===== src/computePkg.sv =====
package computePkg;

    // How bot is combined with the shared top pattern
    typedef enum logic [1:0] {
        opAnd  = 2'd0,
        opOr   = 2'd1,
        opXor  = 2'd2,
        opNone = 2'd3
    } opcodeT;

    // Counting unit FSM
    typedef enum logic [1:0] {
        idle,
        load,
        count,
        hold
    } unitStateT;

endpackage


===== src/streamPkg.sv =====
package streamPkg;

    // Datapath widths
    localparam int dataWidth = 32;
    localparam int countWidth = 6;

    // Slot ring, one slot per input cycle
    localparam int slotWidth = 7;
    localparam int slotCount = 1 << slotWidth;

    // Input FIFO sizing
    localparam int fifoDepthLog2 = 4;
    localparam int fifoDepth = 1 << fifoDepthLog2;

    // Fill level above which the source is throttled
    localparam int slowThreshold = 2;

endpackage


===== src/collectorArbiter.sv =====
module collectorArbiter (
    input  logic                                clk,
    input  logic                                rstN,
    input  logic                                done0,
    input  logic                                done1,
    input  logic [streamPkg::countWidth-1:0]    count0,
    input  logic [streamPkg::countWidth-1:0]    count1,
    input  logic [streamPkg::slotWidth-1:0]     slot0,
    input  logic [streamPkg::slotWidth-1:0]     slot1,
    output logic                                grant0,
    output logic                                grant1,
    output logic                                writeEnable,
    output logic [streamPkg::countWidth-1:0]    writeCount,
    output logic [streamPkg::slotWidth-1:0]     writeSlot
);

    // Low favors unit 0 on a tie
    logic favorOne;

    assign grant0 = done0 && (!done1 || !favorOne);
    assign grant1 = done1 && (!done0 || favorOne);
    assign writeEnable = grant0 || grant1;

    // Winner's result onto the single memory port
    assign writeCount = grant1 ? count1 : count0;
    assign writeSlot = grant1 ? slot1 : slot0;

    always_ff @(posedge clk or negedge rstN) begin
        if (!rstN) begin
            favorOne <= 1'b0;
        end else if (done0 && done1) begin
            favorOne <= !favorOne;
        end
    end

endmodule


===== src/connectCounter.sv =====
module connectCounter (
    input  logic                                clk,
    input  logic                                rstN,
    input  logic                                start,
    input  logic [streamPkg::dataWidth-1:0]     top,
    input  logic [streamPkg::dataWidth-1:0]     bot,
    input  computePkg::opcodeT                  op,
    input  logic [streamPkg::slotWidth-1:0]     slotIn,
    output logic                                idle,
    output logic                                done,
    output logic [streamPkg::countWidth-1:0]    count,
    output logic [streamPkg::slotWidth-1:0]     slot,
    input  logic                                grant
);
    import streamPkg::*;
    import computePkg::*;

    // Ports idle and count hide the state literals, so those two are scoped
    unitStateT            state;
    logic [dataWidth-1:0] botReg;
    opcodeT               opReg;
    logic [dataWidth-1:0] work;
    logic [dataWidth-1:0] combined;
    logic [dataWidth-1:0] firstClear;
    logic [dataWidth-1:0] secondClear;
    logic [1:0]           clearedBits;

    // top is sampled in load, after dispatch
    always_comb begin
        case (opReg)
            opAnd:   combined = top & botReg;
            opOr:    combined = top | botReg;
            opXor:   combined = top ^ botReg;
            default: combined = '0;
        endcase
    end

    // Drop the two lowest set bits
    assign firstClear = work & (work - 1'b1);
    assign secondClear = firstClear & (firstClear - 1'b1);
    assign clearedBits = {1'b0, work != '0} + {1'b0, firstClear != '0};

    assign idle = (state == computePkg::idle);
    assign done = (state == hold);

    always_ff @(posedge clk) begin
        if (start && state == computePkg::idle) begin
            botReg <= bot;
            opReg <= op;
            slot <= slotIn;
        end
        if (state == load) begin
            work <= combined;
            count <= '0;
        end else if (state == computePkg::count) begin
            work <= secondClear;
            count <= count + clearedBits;
        end
    end

    always_ff @(posedge clk or negedge rstN) begin
        if (!rstN) begin
            state <= computePkg::idle;
        end else begin
            case (state)
                computePkg::idle: if (start) state <= load;
                load: state <= (combined == '0) ? hold : computePkg::count;
                computePkg::count: if (secondClear == '0) state <= hold;
                // Stall here until the arbiter takes the result
                hold: if (grant) state <= computePkg::idle;
                default: state <= computePkg::idle;
            endcase
        end
    end

endmodule


===== src/inputFifo.sv =====
module inputFifo (
    input  logic                                clk,
    input  logic                                rstN,
    input  logic                                push,
    input  logic [streamPkg::dataWidth-1:0]     dataIn,
    input  computePkg::opcodeT                  opIn,
    input  logic [streamPkg::slotWidth-1:0]     slotIn,
    input  logic                                pop,
    output logic [streamPkg::dataWidth-1:0]     dataOut,
    output computePkg::opcodeT                  opOut,
    output logic [streamPkg::slotWidth-1:0]     slotOut,
    output logic                                headValid,
    output logic                                empty,
    output logic [streamPkg::fifoDepthLog2:0]   fillLevel
);
    import streamPkg::*;
    import computePkg::*;

    logic [dataWidth-1:0] dataMem [fifoDepth];
    opcodeT               opMem [fifoDepth];
    logic [slotWidth-1:0] slotMem [fifoDepth];
    logic [fifoDepthLog2:0] wrPtr;
    logic [fifoDepthLog2:0] rdPtr;
    logic full;
    logic doPush;
    logic doPop;

    // Extra pointer bit tells full from empty
    assign fillLevel = wrPtr - rdPtr;
    assign empty = (wrPtr == rdPtr);
    assign full = fillLevel[fifoDepthLog2];
    assign doPush = push && !full;
    assign doPop = pop && !empty;

    always_ff @(posedge clk) begin
        if (doPush) begin
            dataMem[wrPtr[fifoDepthLog2-1:0]] <= dataIn;
            opMem[wrPtr[fifoDepthLog2-1:0]] <= opIn;
            slotMem[wrPtr[fifoDepthLog2-1:0]] <= slotIn;
        end
        // Head stays put until the next pop
        if (doPop) begin
            dataOut <= dataMem[rdPtr[fifoDepthLog2-1:0]];
            opOut <= opMem[rdPtr[fifoDepthLog2-1:0]];
            slotOut <= slotMem[rdPtr[fifoDepthLog2-1:0]];
        end
    end

    always_ff @(posedge clk or negedge rstN) begin
        if (!rstN) begin
            wrPtr <= '0;
            rdPtr <= '0;
            headValid <= 1'b0;
        end else begin
            if (doPush) begin
                wrPtr <= wrPtr + 1'b1;
            end
            if (doPop) begin
                rdPtr <= rdPtr + 1'b1;
            end
            headValid <= doPop;
        end
    end

endmodule


===== src/resultCollector.sv =====
module resultCollector (
    input  logic                                clk,
    input  logic                                rstN,
    input  logic [streamPkg::slotWidth-1:0]     slotIndex,
    input  logic                                writeEnable,
    input  logic [streamPkg::countWidth-1:0]    writeCount,
    input  logic [streamPkg::slotWidth-1:0]     writeSlot,
    input  logic                                validIn,
    input  logic                                extraIn,
    output logic                                resultValid,
    output logic [streamPkg::countWidth-1:0]    count,
    output logic                                extraOut
);
    import streamPkg::*;

    logic [countWidth-1:0] countMem [slotCount];
    // Side data per slot, valid in bit 1
    logic [1:0]            sideMem [slotCount];
    logic [slotWidth-1:0]  readSlot;

    // One slot ahead so the registered output lines up with slotIndex
    assign readSlot = slotIndex + 1'b1;

    always_ff @(posedge clk) begin
        if (writeEnable) begin
            countMem[writeSlot] <= writeCount;
        end
        count <= countMem[readSlot];
    end

    // Cleared so the first ring pass shows nothing valid
    always_ff @(posedge clk or negedge rstN) begin
        if (!rstN) begin
            for (int i = 0; i < slotCount; i++) begin
                sideMem[i] <= 2'b00;
            end
            resultValid <= 1'b0;
            extraOut <= 1'b0;
        end else begin
            sideMem[slotIndex] <= {validIn, extraIn};
            resultValid <= sideMem[readSlot][1];
            extraOut <= sideMem[readSlot][0];
        end
    end

endmodule


===== src/streamingCountCore.sv =====
module streamingCountCore (
    input  logic                                clk,
    input  logic                                rstN,
    input  logic [streamPkg::dataWidth-1:0]     top,
    input  logic                                valid,
    input  logic [streamPkg::dataWidth-1:0]     bot,
    input  computePkg::opcodeT                  op,
    input  logic                                extraIn,
    output logic                                slowDown,
    output logic                                resultValid,
    output logic [streamPkg::countWidth-1:0]    count,
    output logic                                extraOut
);
    import streamPkg::*;
    import computePkg::*;

    logic [slotWidth-1:0]   slotIndex;
    logic [fifoDepthLog2:0] fillLevel;
    logic                   pop;
    logic                   headValid;
    logic                   fifoEmpty;
    logic [dataWidth-1:0]   headData;
    opcodeT                 headOp;
    logic [slotWidth-1:0]   headSlot;
    logic                   idle0;
    logic                   idle1;
    logic                   pending0;
    logic                   pending1;
    logic                   avail0;
    logic                   avail1;
    logic                   done0;
    logic                   done1;
    logic                   grant0;
    logic                   grant1;
    logic [countWidth-1:0]  count0;
    logic [countWidth-1:0]  count1;
    logic [slotWidth-1:0]   slot0;
    logic [slotWidth-1:0]   slot1;
    logic                   writeEnable;
    logic [countWidth-1:0]  writeCount;
    logic [slotWidth-1:0]   writeSlot;

    // A unit is free if idle and no popped word is already on its way
    assign avail0 = idle0 && !pending0;
    assign avail1 = idle1 && !pending1;
    assign pop = !fifoEmpty && (avail0 || avail1);

    always_ff @(posedge clk or negedge rstN) begin
        if (!rstN) begin
            slotIndex <= '0;
            pending0 <= 1'b0;
            pending1 <= 1'b0;
            slowDown <= 1'b0;
        end else begin
            slotIndex <= slotIndex + 1'b1;
            // Unit 0 wins when both are free
            pending0 <= pop && avail0;
            pending1 <= pop && !avail0 && avail1;
            slowDown <= (fillLevel > slowThreshold);
        end
    end

    inputFifo inputFifo_i (
        .clk(clk), .rstN(rstN),
        .push(valid), .dataIn(bot), .opIn(op), .slotIn(slotIndex),
        .pop(pop), .dataOut(headData), .opOut(headOp), .slotOut(headSlot),
        .headValid(headValid), .empty(fifoEmpty), .fillLevel(fillLevel)
    );

    connectCounter unit0_i (
        .clk(clk), .rstN(rstN), .start(headValid && pending0),
        .top(top), .bot(headData), .op(headOp), .slotIn(headSlot),
        .idle(idle0), .done(done0), .count(count0), .slot(slot0), .grant(grant0)
    );

    connectCounter unit1_i (
        .clk(clk), .rstN(rstN), .start(headValid && pending1),
        .top(top), .bot(headData), .op(headOp), .slotIn(headSlot),
        .idle(idle1), .done(done1), .count(count1), .slot(slot1), .grant(grant1)
    );

    collectorArbiter collectorArbiter_i (
        .clk(clk), .rstN(rstN), .done0(done0), .done1(done1),
        .count0(count0), .count1(count1), .slot0(slot0), .slot1(slot1),
        .grant0(grant0), .grant1(grant1), .writeEnable(writeEnable),
        .writeCount(writeCount), .writeSlot(writeSlot)
    );

    resultCollector resultCollector_i (
        .clk(clk), .rstN(rstN), .slotIndex(slotIndex),
        .writeEnable(writeEnable), .writeCount(writeCount), .writeSlot(writeSlot),
        .validIn(valid), .extraIn(extraIn),
        .resultValid(resultValid), .count(count), .extraOut(extraOut)
    );

endmodule


===== config.mk =====
export PLATFORM = sky130hd
export DESIGN_NAME = streamingCountCore
export DESIGN_NICKNAME = d
export VERILOG_FILES = /design/src/computePkg.sv /design/src/streamPkg.sv /design/src/collectorArbiter.sv /design/src/connectCounter.sv /design/src/inputFifo.sv /design/src/resultCollector.sv /design/src/streamingCountCore.sv
export SDC_FILE = /design/constraint.sdc
export NUM_CORES = 2
export LEC_CHECK = 0
export BUFFER_PORTS_ARGS = -buffer_cell sky130_fd_sc_hd__buf_4
export CORE_MARGIN = 4
export CORE_UTILIZATION = 35
export DETAILED_ROUTE_END_ITERATION = 7
export PLACE_DENSITY_LB_ADDON = 0.2
export SLEW_MARGIN = 20
export SYNTH_ARGS = -nofsm -noshare
export SYNTH_HDL_FRONTEND = slang
export SYNTH_SLANG_ARGS = --single-unit

===== constraint.sdc =====
create_clock -name clk -period 9.4 [get_ports clk]
set_input_delay 0.47 -clock clk [delete_from_list [all_inputs] [get_ports clk]]
set_output_delay 0.47 -clock clk [all_outputs]
set_load 0.01 [all_outputs]

==> Yosys cells after proc, flatten, opt, wreduce, memory -nomap -nowiden <==
Memories as Yosys holds them, arrays and structs flattened. A register that Yosys moved wholly into a read port is not among the register bits.
Cells that the tools add are included.
{ "op_classes": {"addsub": 12, "n_mul": 0, "div": 0, "order_cmp": 4, "eq_ne": 17, "n_shift": 0, "mux": 28, "bitwise_logic": 12, "reduce_logical": 44} }
{ "op_table": {"columns": ["cell", "n"], "rows": [
  ["bitwise mux 256 bit", 1],
  ["bitwise AND 32 bit", 6],
  ["one-hot mux 32 bit (3 select lines)", 2],
  ["zero test 32 bit", 4],
  ["two-way mux 32 bit", 4],
  ["nonzero test 32 bit", 4],
  ["subtractor 32 x 1 -> 32 bit, second input constant", 4],
  ["bitwise OR 32 bit", 2],
  ["XOR 32 bit", 2],
  ["two-way mux 2 bit", 9],
  [">= comparator 8 bit, second input constant", 2],
  ["logical AND 1 bit", 16],
  ["NOT 7 -> 8 bit", 2],
  ["one-hot mux 2 bit (4 select lines)", 2],
  ["binary-select mux 2 bit (select 7 bit)", 1],
  ["demux 2 bit (select 7 bit)", 1],
  ["adder 6 x 2 -> 6 bit", 2],
  ["equality test 2 bit, second input constant", 6],
  ["adder 5 x 1 -> 5 bit, second input constant", 2],
  ["equality test 2 x 1 -> 1 bit, second input constant", 4],
  ["zero test 1 bit", 8],
  ["zero test 2 bit", 4],
  ["less-than comparator 8 x 1 -> 1 bit, second input constant", 1],
  ["inequality test 2 bit, second input constant", 4],
  ["12 further kinds", 24]
]} }
{ "word_totals": {"register_bits": 442, "latchBits": 0, "ramBits": 1424, "romBits": 0, "inputBits": 70, "output_inout_bits": 9, "memories": 4} }
{ "mem_list": {"columns": ["memory", "words", "word_bits", "read_ports", "rd_clocked_by_memory_dff", "write_ports", "line", "source"], "rows": [
  ["resultCollector_i.countMem", 128, 6, 1, 1, 1, "resultCollector.sv:16", "logic [countWidth-1:0] countMem [slotCount];"],
  ["inputFifo_i.dataMem", 16, 32, 1, 1, 1, "inputFifo.sv:19", "logic [dataWidth-1:0] dataMem [fifoDepth];"],
  ["inputFifo_i.slotMem", 16, 7, 1, 1, 1, "inputFifo.sv:21", "logic [slotWidth-1:0] slotMem [fifoDepth];"],
  ["inputFifo_i.opMem", 16, 2, 1, 1, 1, "inputFifo.sv:20", "opcodeT opMem [fifoDepth];"]
]} }

==> Longest topological paths before layout <==
{ "depth": {"ltp_word": 7, "ltp_mapped": 15, "depth_no_buf": 14} }

==> Hierarchy <==
Synthesis repeated with hierarchy kept, for this count alone.
{ "hier_totals": {"cells_unflattened": 4836, "hier_area_um2": 81434.4} }
{ "modules_own_cells": {"columns": ["module", "n_inst", "cells_per_inst", "area_per_inst_um2", "seq_area_each_um2"], "rows": [
  ["resultCollector", 1, 2429, 42494.5, 29638.4],
  ["inputFifo", 1, 1133, 26524.2, 21205.3],
  ["connectCounter", 2, 611, 5876.9, 2362.3],
  ["streamingCountCore", 1, 30, 389.1, 250.2],
  ["collectorArbiter", 1, 22, 272.8, 25.0]
]} }

==> Worst setup path before layout <==
OpenSTA, ideal clock, no wires.
{ "synth_timing": {"kind": "register to register", "from": "register unit0_i.state[0]", "to": "memory resultCollector_i.countMem[0][0], data pin", "arrival_ns": 6.251, "t_required_ns": 8.202, "path_slack_ns": 1.951, "stages_incl_launch_ff": 7, "path_buffers": 2, "period_less_slack_ns": 7.449, "cell_sequence": "dfrtp_1 ha_1 inv_1 o21ai_1 clkbuf_1 clkbuf_1 o21ai_0"} }
{ "synth_between": {"elab_chain_cells": 5} }
{ "synth_rtl": {"columns": ["element", "line", "source"], "rows": [
  ["start: declaration", "connectCounter.sv:19", "unitStateT state;"],
  ["start signal: assignment", "connectCounter.sv:63", "state <= computePkg::idle;"],
  ["start signal: assignment", "connectCounter.sv:66", "computePkg::idle: if (start) state <= load;"],
  ["start signal: assignment", "connectCounter.sv:67", "load: state <= (combined == '0) ? hold : computePkg::count;"],
  ["equality test 2 bit", "connectCounter.sv:44", "assign done = (state == hold);"],
  ["zero test 1 bit", "collectorArbiter.sv:21", "assign grant1 = done1 && (!done0 || favorOne);"],
  ["logical OR 1 bit", "collectorArbiter.sv:21", null],
  ["logical AND 1 bit", "collectorArbiter.sv:21", null],
  ["two-way mux 6 bit", "collectorArbiter.sv:25", "assign writeCount = grant1 ? count1 : count0;"],
  ["named net collectorArbiter_i.writeCount (one bit)", "collectorArbiter.sv:13", "output logic [streamPkg::countWidth-1:0] writeCount,"],
  ["end: declaration", "resultCollector.sv:16", null]
]} }
The timed path passes the listed nets, and every way through them passes these cells.

==> Worst setup path after layout <==
{ "layout_timing": {"from": "register inputFifo_i.rdPtr[1]", "to": "memory inputFifo_i.opMem[15][1] (netlist name), enable pin"} }
{ "layout_between": {"elab_chain_cells": 5} }
{ "layout_rtl": {"columns": ["element", "line", "source"], "rows": [
  ["start: declaration", "inputFifo.sv:23", "logic [fifoDepthLog2:0] rdPtr;"],
  ["start signal: assignment", "inputFifo.sv:59", "rdPtr <= rdPtr + 1'b1;"],
  ["subtractor 5 bit", "inputFifo.sv:29", "assign fillLevel = wrPtr - rdPtr;"],
  ["zero test 1 bit", "inputFifo.sv:32", "assign doPush = push && !full;"],
  ["logical AND 1 bit", "inputFifo.sv:32", null],
  ["two-way mux 1 bit", "inputFifo.sv:36", "if (doPush) begin"],
  ["two-way mux 1 bit (implied by the code)", "inputFifo.sv:38", "opMem[wrPtr[fifoDepthLog2-1:0]] <= opIn;"],
  ["end: declaration", "inputFifo.sv:20", null]
]} }
Every way passes these cells.

==> run metrics <==
status complete, no violations; Synth top cells by count edfxtp_1 (1611), nand2_1 (495), mux4_2 (461), dfrtp_1 (284), mux2_2 (262); FMAX approximately 220 MHz; Core Area 0.230 sq mm; hpwl dp 118000 um; max-slew violation count 0; share of cells above drive strength 1 25.2%; Sinks on Clock Net 1913; die footprint 0.240 sq mm; Area growth syn-to-layout 14.1%; syn nets 4972; DRC violations left 0; Compound-Gate Fraction of Synth Area 3.24%; Least-Margin Pin Slew approximately 1.1 ns; # setup viols final 0; Power Total roughly 0.024 W; Clock transition at path regs 0.06 ns; Synth Area in XOR/XNOR 0.280%; Critical Path AT 5.07 ns; htree depth 4; Synth warnings 0; top cell type's share of synthesized area between 50 and 60%; Worst-Skew Late Latency between 0.8 and 0.9 ns; Rows 176; TritonCTS Buffers 202; top-count cell post-synth edfxtp_1; CTS tree done; unrepaired setup endpoints after global routing false; first-pass GRT wire length approximately 300000 um; final hold violation count 0; register area share after synthesis ~69%; grt ovf 0; pre-CTS setup slack 4.67 ns; Routability Congestion 0.787; initial core utilization 35.3%; chip width 490 um; adder-cell share of the synthesized area 2.60%; Initial DRT Pass Iterations 7; Synth Area per Inst approximately 17 sq um; clk root buf clkbuf_16; Fin Hold WS roughly 0.21 ns; prevailing post-synth register cell edfxtp_1; PortBufs 78; CP Launch Type flip-flop; worst-path fanout max roughly 60; number of flops mapped to enable cells by yosys about 1600; Die H about 500 um; final wirelength 201000 um; vias in the first global route around 44000; Pwr per Cell Area 255 mW/mm^2; DR vias/cell 5.30; clock skew 0.0755 ns; period utilization roughly half; initial antenna violation count 23; DRT iter0 DRCs ~3600; synth top area cells edfxtp_1 (60%), mux4_2 (13%), dfrtp_1 (8.8%); P_leak 32.0 nW; synth unique cells 86; peak supply drop 0.203 mV; flops & latches, synth 1913; Tightest Hold Check Type in -> reg; fin cells 8074; Post-Syn Instances 4751; # fillers 20772; max_cap viols 0; simple-gate share of the synthesized area a little under 6%; all-layer global routing usage 16.7%; WL/cell 24.8 um; Worst setup EP type flip-flop; TNS Setup 0 ns; final worst setup slack 4.85 ns; post-CTS setup buffers 0; via count of the routed design 42830; post-layout min period ~4.6 ns; antenna-violating nets left 0; # IOs 79; CTS Buffer Depth 3; dpl cells 7655; largest net degree at the start of global routing 117; mux cell area share after synthesis 17.3%; Async S/R FF share, synth 14.8%; post-synth top area cell edfxtp_1; CP Data Required Time 9.91 ns; Final nets 5092; Crit Path Class reg -> reg; largest family of logic cells by synthesized area multiplexers; Rel. slew slack roughly a quarter; Mapped Area 0.0812 sq mm; CTS resizes 0
worst max-delay path: stages, from the launching register on:
cell and delay (ns):
dfrtp_4 1.06, inv_1 0.22, fa_1 0.51, a21o_1 0.18, a21oi_1 0.17, xnor2_1 0.15, and2_1 0.31, nand3_1 0.37
nor2_4 0.75, buf_4 0.50
layout make-up:
type,instances,area [sq um],share of cell area [%]
Clock inverter,97,1200,1.30
Sequential cell,1913,55900,60.3
Tap cell,3026,3790,4.08
Timing Repair Buffer,195,1670,1.80
Clock buffer,281,5580,6.02
Inverter,139,527,0.568
Multi-Input combinational cell,2420,24100,26.0
Antenna cell,3,7.51,0.00810
power by group:
part / internal (W) / switching, W / leakage, nW
Clock: 0.00463 / 0.00344 / 3.29
Combinational: 0.00167 / 0.00275 / 10.3
Sequential: 0.0106 / 0.000608 / 18.4
final timing paths:
| kind | end | slack [ns] | cells after the start | start |
|---|---|---|---|---|
| worst max-delay path | inputFifo_i.opMem[15][1]$_DFFE_PP_ | 4.85 | 9 | inputFifo_i.rdPtr[1]$_DFFE_PN0P_ |
| worst min-delay path | resultCollector_i.sideMem[163]$_DFFE_PN0P_ | 0.21 | 2 | valid |
| worst max register to register | inputFifo_i.opMem[15][1]$_DFFE_PP_ | 4.85 | 9 | inputFifo_i.rdPtr[1]$_DFFE_PN0P_ |
| worst min register to register | unit0_i.botReg[29]$_DFFE_PP_ | 0.44 | 0 | inputFifo_i.dataOut[29]$_DFFE_PP_ |
| max in group asynchronous | inputFifo_i.rdPtr[1]$_DFFE_PN0P_ | 7.87 | 4 | rstN |
| min in group asynchronous | resultCollector_i.sideMem[175]$_DFFE_PN0P_ | 0.28 | 2 | rstN |
layout by cell type (no fill, tap or decap), types with 10 or more instances in the layout:
| master | n |
|---|---|
| mux2i_1 | 69 |
| o22ai_1 | 70 |
| and2_1 | 10 |
| dfrtp_1 | 280 |
| clkinv_2 | 33 |
| o31ai_1 | 25 |
| or3_1 | 15 |
| edfxtp_1 | 1611 |
| buf_4 | 152 |
| a311oi_1 | 57 |
| bufinv_16 | 16 |
| mux2_2 | 257 |
| clkbuf_8 | 21 |
| nor3_1 | 25 |
| or2_2 | 16 |
| inv_1 | 134 |
| a21oi_1 | 32 |
| nor4_1 | 24 |
| mux4_2 | 461 |
| nor2_1 | 223 |
| ha_1 | 145 |
| clkinv_1 | 29 |
| dlygate4sd3_1 | 35 |
| or4_1 | 12 |
| xor2_1 | 10 |
| nand3_1 | 86 |
| dfxtp_1 | 18 |
| and3_1 | 38 |
| clkbuf_1 | 57 |
| nand2_1 | 495 |
| maj3_1 | 19 |
| o21ai_0 | 73 |
| xnor2_1 | 11 |
| nand2b_1 | 18 |
| nand4_1 | 19 |
| clkinv_16 | 11 |
| a211oi_1 | 12 |
| clkbuf_16 | 203 |
| a31oi_1 | 15 |
stage by stage:
step / util [%] / instance area (sq um)
floorplan: - / 81200
global placement: 37.1 / 85400
detailed placement: 37.1 / 85500
CTS: 40.2 / 92600
global route: 40.2 / 92700
finish: 40.2 / 92700
timing repair:
item / in CTS / in global routing
endpoints found under the setup margin: 0 / 0
hold buffers: 35 / 0
endpoints found under the hold margin: 636 / 0
registers in the layout (all words and copies together), names as in the netlist, 112 cells and up:
name	flops
resultCollector_i.countMem	768
inputFifo_i.dataMem	512
resultCollector_i.sideMem	256
inputFifo_i.slotMem	112
cell families after synthesis:
kind of cell    count (synthesis)
mux                           794
compound gates                374
flops                        1913
fa+ha+maj                     171
buf+inv                       418
simple gates                 1055
xor+xnor                       26
metal layers:
metal	global-route usage (%)	vias up	share of wire, %
met1	24.4	22632	46
met4	3.92	6	1.9
met2	26.6	1015	47
met3	2.34	267	4.6
li1	-	18910	-
met5	0	-	0.020
Power figures use the tool's default switching activity.
